`src/scrmbl_defines.svh`:
```
`ifndef SCRMBL_DEFINES_SVH
`define SCRMBL_DEFINES_SVH

// block and key sizes of the PRESENT-128 variant used by the scrambler
`define SCRMBL_BLOCK_W 64
`define SCRMBL_KEY_W 128

// number of cipher rounds and the width of the round index that walks through them
`define SCRMBL_NUM_ROUNDS 31
`define SCRMBL_IDX_W 5

// fixed key slots, one of which is picked per command through sel
`define SCRMBL_NUM_KEYS 4
`define SCRMBL_SEL_W 2

// key 0 is all zeros so the published zero-key PRESENT-128 vector can be used as a check
`define SCRMBL_KEY0 128'h0000_0000_0000_0000_0000_0000_0000_0000
// the other slots hold arbitrary fixed netlist constants
`define SCRMBL_KEY1 128'h3ba1_02e8_1f0c_7d54_96e2_a3b1_c4d8_5f07
`define SCRMBL_KEY2 128'hd2f4_6c19_8a3e_07b5_5e71_c0a9_24bd_f863
`define SCRMBL_KEY3 128'h7c05_e9a2_b418_3fd6_0a9f_6e27_d153_8b4c

`endif

```
`src/scrmbl_pkg.sv`:
```
`default_nettype none

`include "scrmbl_defines.svh"

package scrmbl_pkg;

  // command opcodes, any code other than encrypt or decrypt is accepted and dropped
  typedef enum logic [1:0] {
    CmdDecrypt = 2'd0,
    CmdEncrypt = 2'd1,
    CmdNop     = 2'd2
  } scrmbl_cmd_e;

  // sparse state encoding, every pair of legal states differs in at least five bits
  typedef enum logic [8:0] {
    IdleSt    = 9'b100011001,
    DecryptSt = 9'b101101111,
    EncryptSt = 9'b010010111,
    ErrorSt   = 9'b011111000
  } scrmbl_state_e;

  // one command as it arrives on the request side
  typedef struct packed {
    scrmbl_cmd_e                cmd;
    logic [`SCRMBL_SEL_W-1:0]   sel;
    logic [`SCRMBL_BLOCK_W-1:0] data;
  } scrmbl_req_t;

  // datapath steering from the FSM
  typedef struct packed {
    logic load;      // take the initial data, key and index
    logic dec_sel;   // use the decrypt round instead of the encrypt round
    logic round_en;  // advance the working registers by one round
    logic cmd_dec;   // the load belongs to a decrypt command
    logic out_en;    // a result is being presented this cycle
  } scrmbl_ctrl_t;

  // forward and inverse 4-bit S-boxes, table entry n sits at nibble n
  function automatic logic [3:0] present_sbox4(input logic [3:0] nib);
    logic [15:0][3:0] tbl;
    tbl = 64'h21748fe3da09b65c;
    return tbl[nib];
  endfunction

  function automatic logic [3:0] present_inv_sbox4(input logic [3:0] nib);
    logic [15:0][3:0] tbl;
    tbl = 64'ha970364bd21c8fe5;
    return tbl[nib];
  endfunction

  // bit k moves to position 16*k mod 63, bit 63 stays in place
  function automatic logic [`SCRMBL_BLOCK_W-1:0] present_perm64(
    input logic [`SCRMBL_BLOCK_W-1:0] din
  );
    logic [`SCRMBL_BLOCK_W-1:0] dout;
    for (int k = 0; k < 63; k++) begin
      dout[(k * 16) % 63] = din[k];
    end
    dout[63] = din[63];
    return dout;
  endfunction

  function automatic logic [`SCRMBL_BLOCK_W-1:0] present_inv_perm64(
    input logic [`SCRMBL_BLOCK_W-1:0] din
  );
    logic [`SCRMBL_BLOCK_W-1:0] dout;
    for (int k = 0; k < 63; k++) begin
      dout[k] = din[(k * 16) % 63];
    end
    dout[63] = din[63];
    return dout;
  endfunction

  // key schedule step: rotate left by 61, S-box the two top nibbles, mix in the round index
  function automatic logic [`SCRMBL_KEY_W-1:0] present_key_update(
    input logic [`SCRMBL_KEY_W-1:0] key_in,
    input logic [`SCRMBL_IDX_W-1:0] idx
  );
    logic [`SCRMBL_KEY_W-1:0] key_out;
    key_out            = {key_in[66:0], key_in[127:67]};
    key_out[127:124]   = present_sbox4(key_out[127:124]);
    key_out[123:120]   = present_sbox4(key_out[123:120]);
    key_out[66:62]     = key_out[66:62] ^ idx;
    return key_out;
  endfunction

  // undoes present_key_update for the same index, the steps run in reverse order
  function automatic logic [`SCRMBL_KEY_W-1:0] present_key_inv_update(
    input logic [`SCRMBL_KEY_W-1:0] key_in,
    input logic [`SCRMBL_IDX_W-1:0] idx
  );
    logic [`SCRMBL_KEY_W-1:0] key_tmp;
    key_tmp            = key_in;
    key_tmp[66:62]     = key_tmp[66:62] ^ idx;
    key_tmp[127:124]   = present_inv_sbox4(key_tmp[127:124]);
    key_tmp[123:120]   = present_inv_sbox4(key_tmp[123:120]);
    return {key_tmp[60:0], key_tmp[127:61]};
  endfunction

  // the decrypt start key is the key after all forward schedule steps
  function automatic logic [`SCRMBL_KEY_W-1:0] present_dec_key(
    input logic [`SCRMBL_KEY_W-1:0] key_in
  );
    logic [`SCRMBL_KEY_W-1:0] key_tmp;
    key_tmp = key_in;
    for (int i = 1; i <= `SCRMBL_NUM_ROUNDS; i++) begin
      key_tmp = present_key_update(key_tmp, i[`SCRMBL_IDX_W-1:0]);
    end
    return key_tmp;
  endfunction

endpackage

`default_nettype wire

```
`src/otp_scrmbl.sv`:
```
`timescale 1ns/10ps
`default_nettype none

`include "scrmbl_defines.svh"

// iterative PRESENT-128 scrambling datapath
// a command is taken in one cycle, the rounds run one per clock, the result shows for one cycle
module otp_scrmbl (
  input  wire                          clk_i,
  input  wire                          rst_ni,
  input  wire scrmbl_pkg::scrmbl_req_t req_i,
  input  wire                          valid_i,
  output logic                         ready_o,
  output logic [`SCRMBL_BLOCK_W-1:0]   data_o,
  output logic                         valid_o,
  input  wire                          escalate_i,
  output logic                         fsm_err_o
);

  // start indices, encryption counts up from 1 and decryption down from the last round
  localparam logic [`SCRMBL_IDX_W-1:0] first_idx = 1;
  localparam logic [`SCRMBL_IDX_W-1:0] last_idx  = `SCRMBL_NUM_ROUNDS;

  scrmbl_pkg::scrmbl_ctrl_t   ctrl;
  logic [`SCRMBL_KEY_W-1:0]   enc_key, dec_key;
  logic [`SCRMBL_BLOCK_W-1:0] data_d, data_q, enc_data, dec_data;
  logic [`SCRMBL_KEY_W-1:0]   key_d, key_q, enc_key_nxt, dec_key_nxt;
  logic [`SCRMBL_IDX_W-1:0]   idx_d, idx_q, enc_idx, dec_idx;

  ////////////////////////////////////////
  // control and key tables
  ////////////////////////////////////////

  scrmbl_fsm i_fsm (
    .clk_i      (clk_i),
    .rst_ni     (rst_ni),
    .valid_i    (valid_i),
    .cmd_i      (req_i.cmd),
    .escalate_i (escalate_i),
    .ready_o    (ready_o),
    .ctrl_o     (ctrl),
    .valid_o    (valid_o),
    .fsm_err_o  (fsm_err_o)
  );

  // keyed by the select of the command on the request port, only read when it is loaded
  scrmbl_key_lut i_key_lut (
    .sel_i     (req_i.sel),
    .enc_key_o (enc_key),
    .dec_key_o (dec_key)
  );

  ////////////////////////////////////////
  // round logic
  ////////////////////////////////////////

  // both directions see the same working registers, the FSM picks one result
  present_enc_round i_enc_round (
    .data_i (data_q),
    .key_i  (key_q),
    .idx_i  (idx_q),
    .data_o (enc_data),
    .key_o  (enc_key_nxt),
    .idx_o  (enc_idx)
  );

  present_dec_round i_dec_round (
    .data_i (data_q),
    .key_i  (key_q),
    .idx_i  (idx_q),
    .data_o (dec_data),
    .key_o  (dec_key_nxt),
    .idx_o  (dec_idx)
  );

  ////////////////////////////////////////
  // working registers
  ////////////////////////////////////////

  // a load takes the request block and the start key of the requested direction,
  // otherwise the registers take the output of the selected round
  always_comb begin
    if (ctrl.load) begin
      data_d = req_i.data;
      key_d  = ctrl.cmd_dec ? dec_key : enc_key;
      idx_d  = ctrl.cmd_dec ? last_idx : first_idx;
    end else if (ctrl.dec_sel) begin
      data_d = dec_data;
      key_d  = dec_key_nxt;
      idx_d  = dec_idx;
    end else begin
      data_d = enc_data;
      key_d  = enc_key_nxt;
      idx_d  = enc_idx;
    end
  end

  // the registers hold between commands, so the result stays put after the last round
  always_ff @(posedge clk_i or negedge rst_ni) begin
    if (!rst_ni) begin
      data_q <= '0;
      key_q  <= '0;
      idx_q  <= '0;
    end else if (ctrl.load || ctrl.round_en) begin
      data_q <= data_d;
      key_q  <= key_d;
      idx_q  <= idx_d;
    end
  end

  // intermediate round states never reach the output
  assign data_o = ctrl.out_en ? data_q : '0;

endmodule

`default_nettype wire

```
`src/present_dec_round.sv`:
```
`timescale 1ns/10ps
`default_nettype none

`include "scrmbl_defines.svh"

// one inverse PRESENT round, purely combinational
// the key input starts as the fully stepped key and walks back one step per round
module present_dec_round (
  input  wire  [`SCRMBL_BLOCK_W-1:0] data_i,
  input  wire  [`SCRMBL_KEY_W-1:0]   key_i,
  input  wire  [`SCRMBL_IDX_W-1:0]   idx_i,
  output logic [`SCRMBL_BLOCK_W-1:0] data_o,
  output logic [`SCRMBL_KEY_W-1:0]   key_o,
  output logic [`SCRMBL_IDX_W-1:0]   idx_o
);

  // decryption begins at this index, where the output whitening has to be removed
  localparam logic [`SCRMBL_IDX_W-1:0] last_idx = `SCRMBL_NUM_ROUNDS;

  logic [`SCRMBL_BLOCK_W-1:0] whitened;
  logic [`SCRMBL_BLOCK_W-1:0] unpermuted;
  logic [`SCRMBL_BLOCK_W-1:0] unsubstituted;

  // strip the whitening key on the first decrypt round only
  always_comb begin
    whitened = data_i;
    if (idx_i == last_idx) begin
      whitened = data_i ^ key_i[`SCRMBL_KEY_W-1 -: `SCRMBL_BLOCK_W];
    end
  end

  // the layers come off in reverse order, permutation first
  assign unpermuted = scrmbl_pkg::present_inv_perm64(whitened);

  always_comb begin
    for (int n = 0; n < `SCRMBL_BLOCK_W / 4; n++) begin
      unsubstituted[n*4 +: 4] = scrmbl_pkg::present_inv_sbox4(unpermuted[n*4 +: 4]);
    end
  end

  // step the schedule back to the key that was used as round key for this index
  assign key_o = scrmbl_pkg::present_key_inv_update(key_i, idx_i);

  // removing that round key leaves the state from before the forward round
  assign data_o = unsubstituted ^ key_o[`SCRMBL_KEY_W-1 -: `SCRMBL_BLOCK_W];

  // counts down toward index 1, the first forward round
  assign idx_o = idx_i - 1'b1;

endmodule

`default_nettype wire

```
`src/present_enc_round.sv`:
```
`timescale 1ns/10ps
`default_nettype none

`include "scrmbl_defines.svh"

// one forward PRESENT round, purely combinational
// the working registers in the top level hold the state between rounds
module present_enc_round (
  input  wire  [`SCRMBL_BLOCK_W-1:0] data_i,
  input  wire  [`SCRMBL_KEY_W-1:0]   key_i,
  input  wire  [`SCRMBL_IDX_W-1:0]   idx_i,
  output logic [`SCRMBL_BLOCK_W-1:0] data_o,
  output logic [`SCRMBL_KEY_W-1:0]   key_o,
  output logic [`SCRMBL_IDX_W-1:0]   idx_o
);

  // index of the last round, which also applies the output whitening
  localparam logic [`SCRMBL_IDX_W-1:0] last_idx = `SCRMBL_NUM_ROUNDS;

  logic [`SCRMBL_BLOCK_W-1:0] key_mixed;
  logic [`SCRMBL_BLOCK_W-1:0] substituted;
  logic [`SCRMBL_BLOCK_W-1:0] permuted;

  // the round key is the upper half of the key register
  assign key_mixed = data_i ^ key_i[`SCRMBL_KEY_W-1 -: `SCRMBL_BLOCK_W];

  // substitution layer, the same S-box on all sixteen nibbles
  always_comb begin
    for (int n = 0; n < `SCRMBL_BLOCK_W / 4; n++) begin
      substituted[n*4 +: 4] = scrmbl_pkg::present_sbox4(key_mixed[n*4 +: 4]);
    end
  end

  assign permuted = scrmbl_pkg::present_perm64(substituted);

  // the schedule step uses the index of the round that is running now
  assign key_o = scrmbl_pkg::present_key_update(key_i, idx_i);

  // after the last round the freshly updated key is XORed in as well
  always_comb begin
    data_o = permuted;
    if (idx_i == last_idx) begin
      data_o = permuted ^ key_o[`SCRMBL_KEY_W-1 -: `SCRMBL_BLOCK_W];
    end
  end

  // counts up, wraps past the last round but is never used after it
  assign idx_o = idx_i + 1'b1;

endmodule

`default_nettype wire

```
`src/scrmbl_fsm.sv`:
```
`timescale 1ns/10ps
`default_nettype none

`include "scrmbl_defines.svh"

// control FSM of the scrambling engine
// it accepts one command in IdleSt, runs the rounds and flags the result for one cycle
module scrmbl_fsm (
  input  wire                          clk_i,
  input  wire                          rst_ni,
  input  wire                          valid_i,
  input  wire scrmbl_pkg::scrmbl_cmd_e cmd_i,
  input  wire                          escalate_i,
  output logic                         ready_o,
  output scrmbl_pkg::scrmbl_ctrl_t     ctrl_o,
  output logic                         valid_o,
  output logic                         fsm_err_o
);

  // counter value in the cycle of the final round
  localparam logic [`SCRMBL_IDX_W-1:0] last_cnt = `SCRMBL_NUM_ROUNDS - 1;

  scrmbl_pkg::scrmbl_state_e state_d, state_q;
  logic [`SCRMBL_IDX_W-1:0]  cnt_d, cnt_q;
  logic                      valid_d, valid_q;

  ////////////////////////////////////////
  // next state and control decode
  ////////////////////////////////////////

  always_comb begin
    state_d   = state_q;
    cnt_d     = cnt_q;
    valid_d   = 1'b0;
    ready_o   = 1'b0;
    fsm_err_o = 1'b0;
    ctrl_o    = '0;

    case (state_q)
      // wait for a command, the working registers load on the accepting edge
      scrmbl_pkg::IdleSt: begin
        ready_o = 1'b1;
        cnt_d   = '0;
        if (valid_i) begin
          case (cmd_i)
            scrmbl_pkg::CmdEncrypt: begin
              state_d     = scrmbl_pkg::EncryptSt;
              ctrl_o.load = 1'b1;
            end
            scrmbl_pkg::CmdDecrypt: begin
              state_d        = scrmbl_pkg::DecryptSt;
              ctrl_o.load    = 1'b1;
              ctrl_o.cmd_dec = 1'b1;
            end
            // nop and unused codes are taken and leave everything as it was
            default: ;
          endcase
        end
      end

      // one round per cycle, the counter tells when the last one runs
      scrmbl_pkg::EncryptSt, scrmbl_pkg::DecryptSt: begin
        ctrl_o.round_en = 1'b1;
        ctrl_o.dec_sel  = (state_q == scrmbl_pkg::DecryptSt);
        cnt_d           = cnt_q + 1'b1;
        if (cnt_q == last_cnt) begin
          state_d = scrmbl_pkg::IdleSt;
          valid_d = 1'b1;
        end
      end

      // terminal, only reset leaves this state
      scrmbl_pkg::ErrorSt: begin
        fsm_err_o = 1'b1;
      end

      // An encoding outside the legal set means the state register was disturbed.
      default: begin
        state_d   = scrmbl_pkg::ErrorSt;
        fsm_err_o = 1'b1;
      end
    endcase

    // escalation wins over everything and freezes the datapath
    if (escalate_i) begin
      state_d         = scrmbl_pkg::ErrorSt;
      valid_d         = 1'b0;
      ready_o         = 1'b0;
      ctrl_o.load     = 1'b0;
      ctrl_o.round_en = 1'b0;
    end

    // the top level shows the data register only while the result is flagged
    ctrl_o.out_en = valid_q;
  end

  assign valid_o = valid_q;

  ////////////////////////////////////////
  // registers
  ////////////////////////////////////////

  always_ff @(posedge clk_i or negedge rst_ni) begin
    if (!rst_ni) begin
      state_q <= scrmbl_pkg::IdleSt;
      cnt_q   <= '0;
      valid_q <= 1'b0;
    end else begin
      state_q <= state_d;
      cnt_q   <= cnt_d;
      valid_q <= valid_d;
    end
  end

endmodule

`default_nettype wire

```
`src/scrmbl_key_lut.sv`:
```
`timescale 1ns/10ps
`default_nettype none

`include "scrmbl_defines.svh"

// fixed key tables for both cipher directions
// both outputs follow sel_i with no register in between
module scrmbl_key_lut (
  input  wire  [`SCRMBL_SEL_W-1:0] sel_i,
  output logic [`SCRMBL_KEY_W-1:0] enc_key_o,
  output logic [`SCRMBL_KEY_W-1:0] dec_key_o
);

  // encryption keys straight from the netlist constants
  localparam logic [`SCRMBL_KEY_W-1:0] enc_key_tbl [`SCRMBL_NUM_KEYS] = '{
    `SCRMBL_KEY0,
    `SCRMBL_KEY1,
    `SCRMBL_KEY2,
    `SCRMBL_KEY3
  };

  logic [`SCRMBL_KEY_W-1:0] enc_lut [`SCRMBL_NUM_KEYS];
  logic [`SCRMBL_KEY_W-1:0] dec_lut [`SCRMBL_NUM_KEYS];

  ////////////////////////////////////////
  // table build
  ////////////////////////////////////////

  // the decrypt keys are folded to constants while the design elaborates,
  // so no schedule logic is left in the netlist for them
  for (genvar i = 0; i < `SCRMBL_NUM_KEYS; i++) begin : gen_keys
    localparam logic [`SCRMBL_KEY_W-1:0] dec_key = scrmbl_pkg::present_dec_key(enc_key_tbl[i]);

    assign enc_lut[i] = enc_key_tbl[i];
    assign dec_lut[i] = dec_key;
  end

  ////////////////////////////////////////
  // selection
  ////////////////////////////////////////

  // four slots and a 2-bit select, so every select value hits a defined entry
  assign enc_key_o = enc_lut[sel_i];
  assign dec_key_o = dec_lut[sel_i];

endmodule

`default_nettype wire

```
`config.mk`:
```
export PLATFORM = sky130hd
export DESIGN_NAME = otp_scrmbl
export DESIGN_NICKNAME = d
export VERILOG_FILES = /design/src/scrmbl_pkg.sv /design/src/otp_scrmbl.sv /design/src/present_dec_round.sv /design/src/present_enc_round.sv /design/src/scrmbl_fsm.sv /design/src/scrmbl_key_lut.sv
export VERILOG_INCLUDE_DIRS = /design/src
export SDC_FILE = /design/constraint.sdc
export NUM_CORES = 1
export LEC_CHECK = 0
export ABC_AREA = 0
export BUFFER_PORTS_ARGS = -buffer_cell sky130_fd_sc_hd__buf_2
export CAP_MARGIN = 10
export CORE_ASPECT_RATIO = 1.25
export CORE_MARGIN = 8
export CORE_UTILIZATION = 55
export CTS_CLUSTER_SIZE = 24
export DETAILED_ROUTE_END_ITERATION = 7
export HOLD_SLACK_MARGIN = 0.05
export PLACE_DENSITY = 0.73
export SLEW_MARGIN = 15
export SYNTH_ARGS = -nofsm -noshare
export SYNTH_HDL_FRONTEND = slang
export SYNTH_SLANG_ARGS = --single-unit
```
`constraint.sdc`:
```
create_clock -name clk_i -period 4.9 [get_ports clk_i]
set_clock_uncertainty 0.2 [all_clocks]
set_input_delay 0.98 -clock clk_i [delete_from_list [all_inputs] [get_ports clk_i]]
set_output_delay 0.98 -clock clk_i [all_outputs]
set_load 0.03 [all_outputs]
```
==> flow_summary.ini <==
[run_status]
status = finished, final reports clean

[route]
drt_first_pass_iters = 6
routed_wl_um = 109000
drtIter0Drc = 3828
ant_nets = 0
drc_errors = 0
via_per_inst = 6.98
via_count = 25663
avgRoutedWirePerCell_um = 29.7

[synth]
syn_area_sq_um = 24700
syn-num-nets = 3429
synth_edf_count = 0
synth.area.top_cells = dfrtp_1, ha_1, nand2_1, xnor2_1, a21oi_1
yosysWarningCount = 0
synth_top_flop_cell = dfrtp_1
ys_ff_latch = 210
yosysSeqAreaShare = 0.213
synth_cells = 3152
synth_top_cell_by_area = dfrtp_1
synth_top_cell_area_share = 0.209
synth.distinct_cells = 99
synthArstFlopShare = 1.00
syn_avg_cell_area_sq_um = 7.82

[power]
seqPwrFrac = 0.377
cellInternalPower_mw = 3.53
power_density_nw_per_um2 = 209
clkPwrFrac = 0.379
vdd_ir_drop_max_uv = 232
combPwrFrac = 0.244
p_leak_nw = 11.1
power_mw = 5.46
switching_share = 0.353
p_switching_mw = 1.93

[sta]
setup-tns-final_ns = 0
tightest_slew_ns = 1.33
timing.final.crit_share = 0.820
drv_slew = 0
max_freq_mhz = 249
relSlewSlack = 0.109
finalHoldViolCount = 0
finalSetupViolCount = 0
worst_slack_ns = 0.882
rsz0062_at_grt = false
hold_slack_ns = 0.207
post-route-min-period_ns = 4.02

[cells_and_area]
nNetsFinal = 3363
drive_above_1_share = 0.111
stdcell_count = 3677
area_growth_pct = 6.21

[floorplan]
chipWidth_um = 205
rows = 86
ios = 139
die_h_um = 253
core_sq_um = 44200
start_util = 0.557
die_area_sq_um = 51900

[clocking]
numCtsBuffers = 26
cts_tree = built
post_cts_buffers = 0
path_clk_slew_ns = 0.06
cts.sinks = 210
cts_buffer_depth = 3
cts_root_buffer = clkbuf_16
cts_max_level = 1
hold_buffers = 0
clock_latency_ns = 0.58
cts-resized-gates = 0

[placed_design]
io_buffers = 138
dp_hpwl_um = 78100
gp_routability_congestion = 1.04
pre_cts_ws_ns = 0.942
dp.cells = 3629

[critical_path]
start_kind = flip-flop
startpoint = idx_q[1]
r2r_slack_ns = 0.88
worstSetupEndpointType = flip-flop
worstPathArrival_ns = 4.21
path_max_fanout = 10
r2r-end = data_q[24]
reg2reg_depth = 11
crit_type = reg2reg
worstReg2RegStart = idx_q[1]
cp.required_ns = 5.09

[global_route]
grt_pass1_vias = 24342
grt_max_degree = 175
grt_pass1_wl_um = 160000
gr-usage-all-layers = 0.409
antenna_found_initial = 6
grt.overflow.total = 0

[flow_run]
drv_cap = 0

[worst_hold_path]
min_path_type = in2async
layer usage:
metal	global-route usage	wire, um	vias to the layer above
met4	0.344	11200	6
met2	0.601	46000	1975
met5	0	37	-
li1	-	-	10942
met1	0.494	37800	12199
met3	0.108	14300	541
worst max-delay path: stages (launching register included):
cell,delay [ns]
dfrtp_1,0.55
nand3_1,0.21
nor2_4,0.37
buf_4,0.25
nand2_1,0.08
xnor2_1,0.38
ha_1,0.31
o21ai_0,0.11
a22oi_1,0.20
o21ai_0,0.14
xnor2_1,0.86
o22ai_1,0.18
cells by family after synthesis:
kind of cell | after synthesis | share of synthesized area
AND/OR/NAND/NOR | 979 | 0.188
AO/OA/AOI/OAI | 862 | 0.226
XOR/XNOR | 299 | 0.111
adder cells (fa/ha/maj) | 205 | 0.104
multiplexers | 154 | 0.0811
flip-flops | 210 | 0.213
buffers and inverters | 443 | 0.0759
cell usage after synthesis (75+ instances only):
cell / count
clkbuf_1: 154
mux2i_1: 106
o21ai_0: 205
nand2_1: 438
xnor2_1: 180
nand3_1: 75
xor2_1: 104
nor2_1: 155
inv_1: 158
dfrtp_1: 206
ha_1: 205
a21oi_1: 219
buf_2: 91
a31oi_1: 97
cell usage in the layout (no fill, tap or decap), types with 20 or more instances in the layout:
cell type,synthesis,routed
a21oi_1,219,219
o211ai_1,33,33
o22ai_1,20,20
mux2i_1,106,106
nor3b_1,26,26
mux4_2,34,34
o22a_1,44,44
clkbuf_16,0,26
xnor2_1,180,180
a211oi_1,24,24
and2_1,70,69
xor2_1,104,104
a31oi_1,97,97
ha_1,205,205
o21ai_0,205,205
o32a_1,21,21
nand3_1,75,75
inv_1,158,157
and3_1,20,20
dfrtp_1,206,205
buf_4,10,45
nor3_1,64,64
nor2_1,155,155
o31ai_1,26,25
buf_2,91,137
nand2_1,438,435
stage by stage:
stage          cell area (sq um)  utilization
3_5_place_dp               25300        0.572
5_1_grt                    26200        0.592
4_1_cts                    26200        0.592
2_1_floorplan              24700            -
3_3_place_gp               25300        0.572
6_report                   26200        0.592
power groups by stage:
stage	combinational, mW	clock (mW)	sequential [mW]
after detailed placement	1.28	0	2.07
after floorplan	0.968	0	1.89
after global placement	1.24	0	2.07
after global routing	1.42	2.10	2.05
final	1.33	2.07	2.06
after CTS	1.29	2.05	2.04
sequential cells by signal, indices dropped and copies added (netlist names):
| name | count |
|---|---|
| key_q | 128 |
| i_fsm.valid_o | 1 |
| data_q | 64 |
| i_fsm.state_q | 7 |
| i_fsm.cnt_q | 5 |
| idx_q | 5 |
how the worst max path moves through the flow:
stage            endpoint  slack (ns)  cells past startpoint
6_report       data_q[24]        0.88                     11
5_1_grt        data_q[24]        0.70                     11
4_1_cts        data_q[36]        1.09                     13
3_5_place_dp    data_q[9]        0.94                      9
3_3_place_gp    data_q[9]        0.99                      9
2_1_floorplan  data_q[21]        1.28                     18
layout make-up:
class                           count  area [sq um]
Antenna cell                        1          2.50
Clock buffer                       38           766
Clock inverter                      8           106
Fill cell                        4081         18000
Inverter                          160           606
Multi-Input combinational cell   2499         17600
Sequential cell                   210          5260
Tap cell                          572           716
Timing Repair Buffer              189          1160
Power figures use the tool's default switching activity.
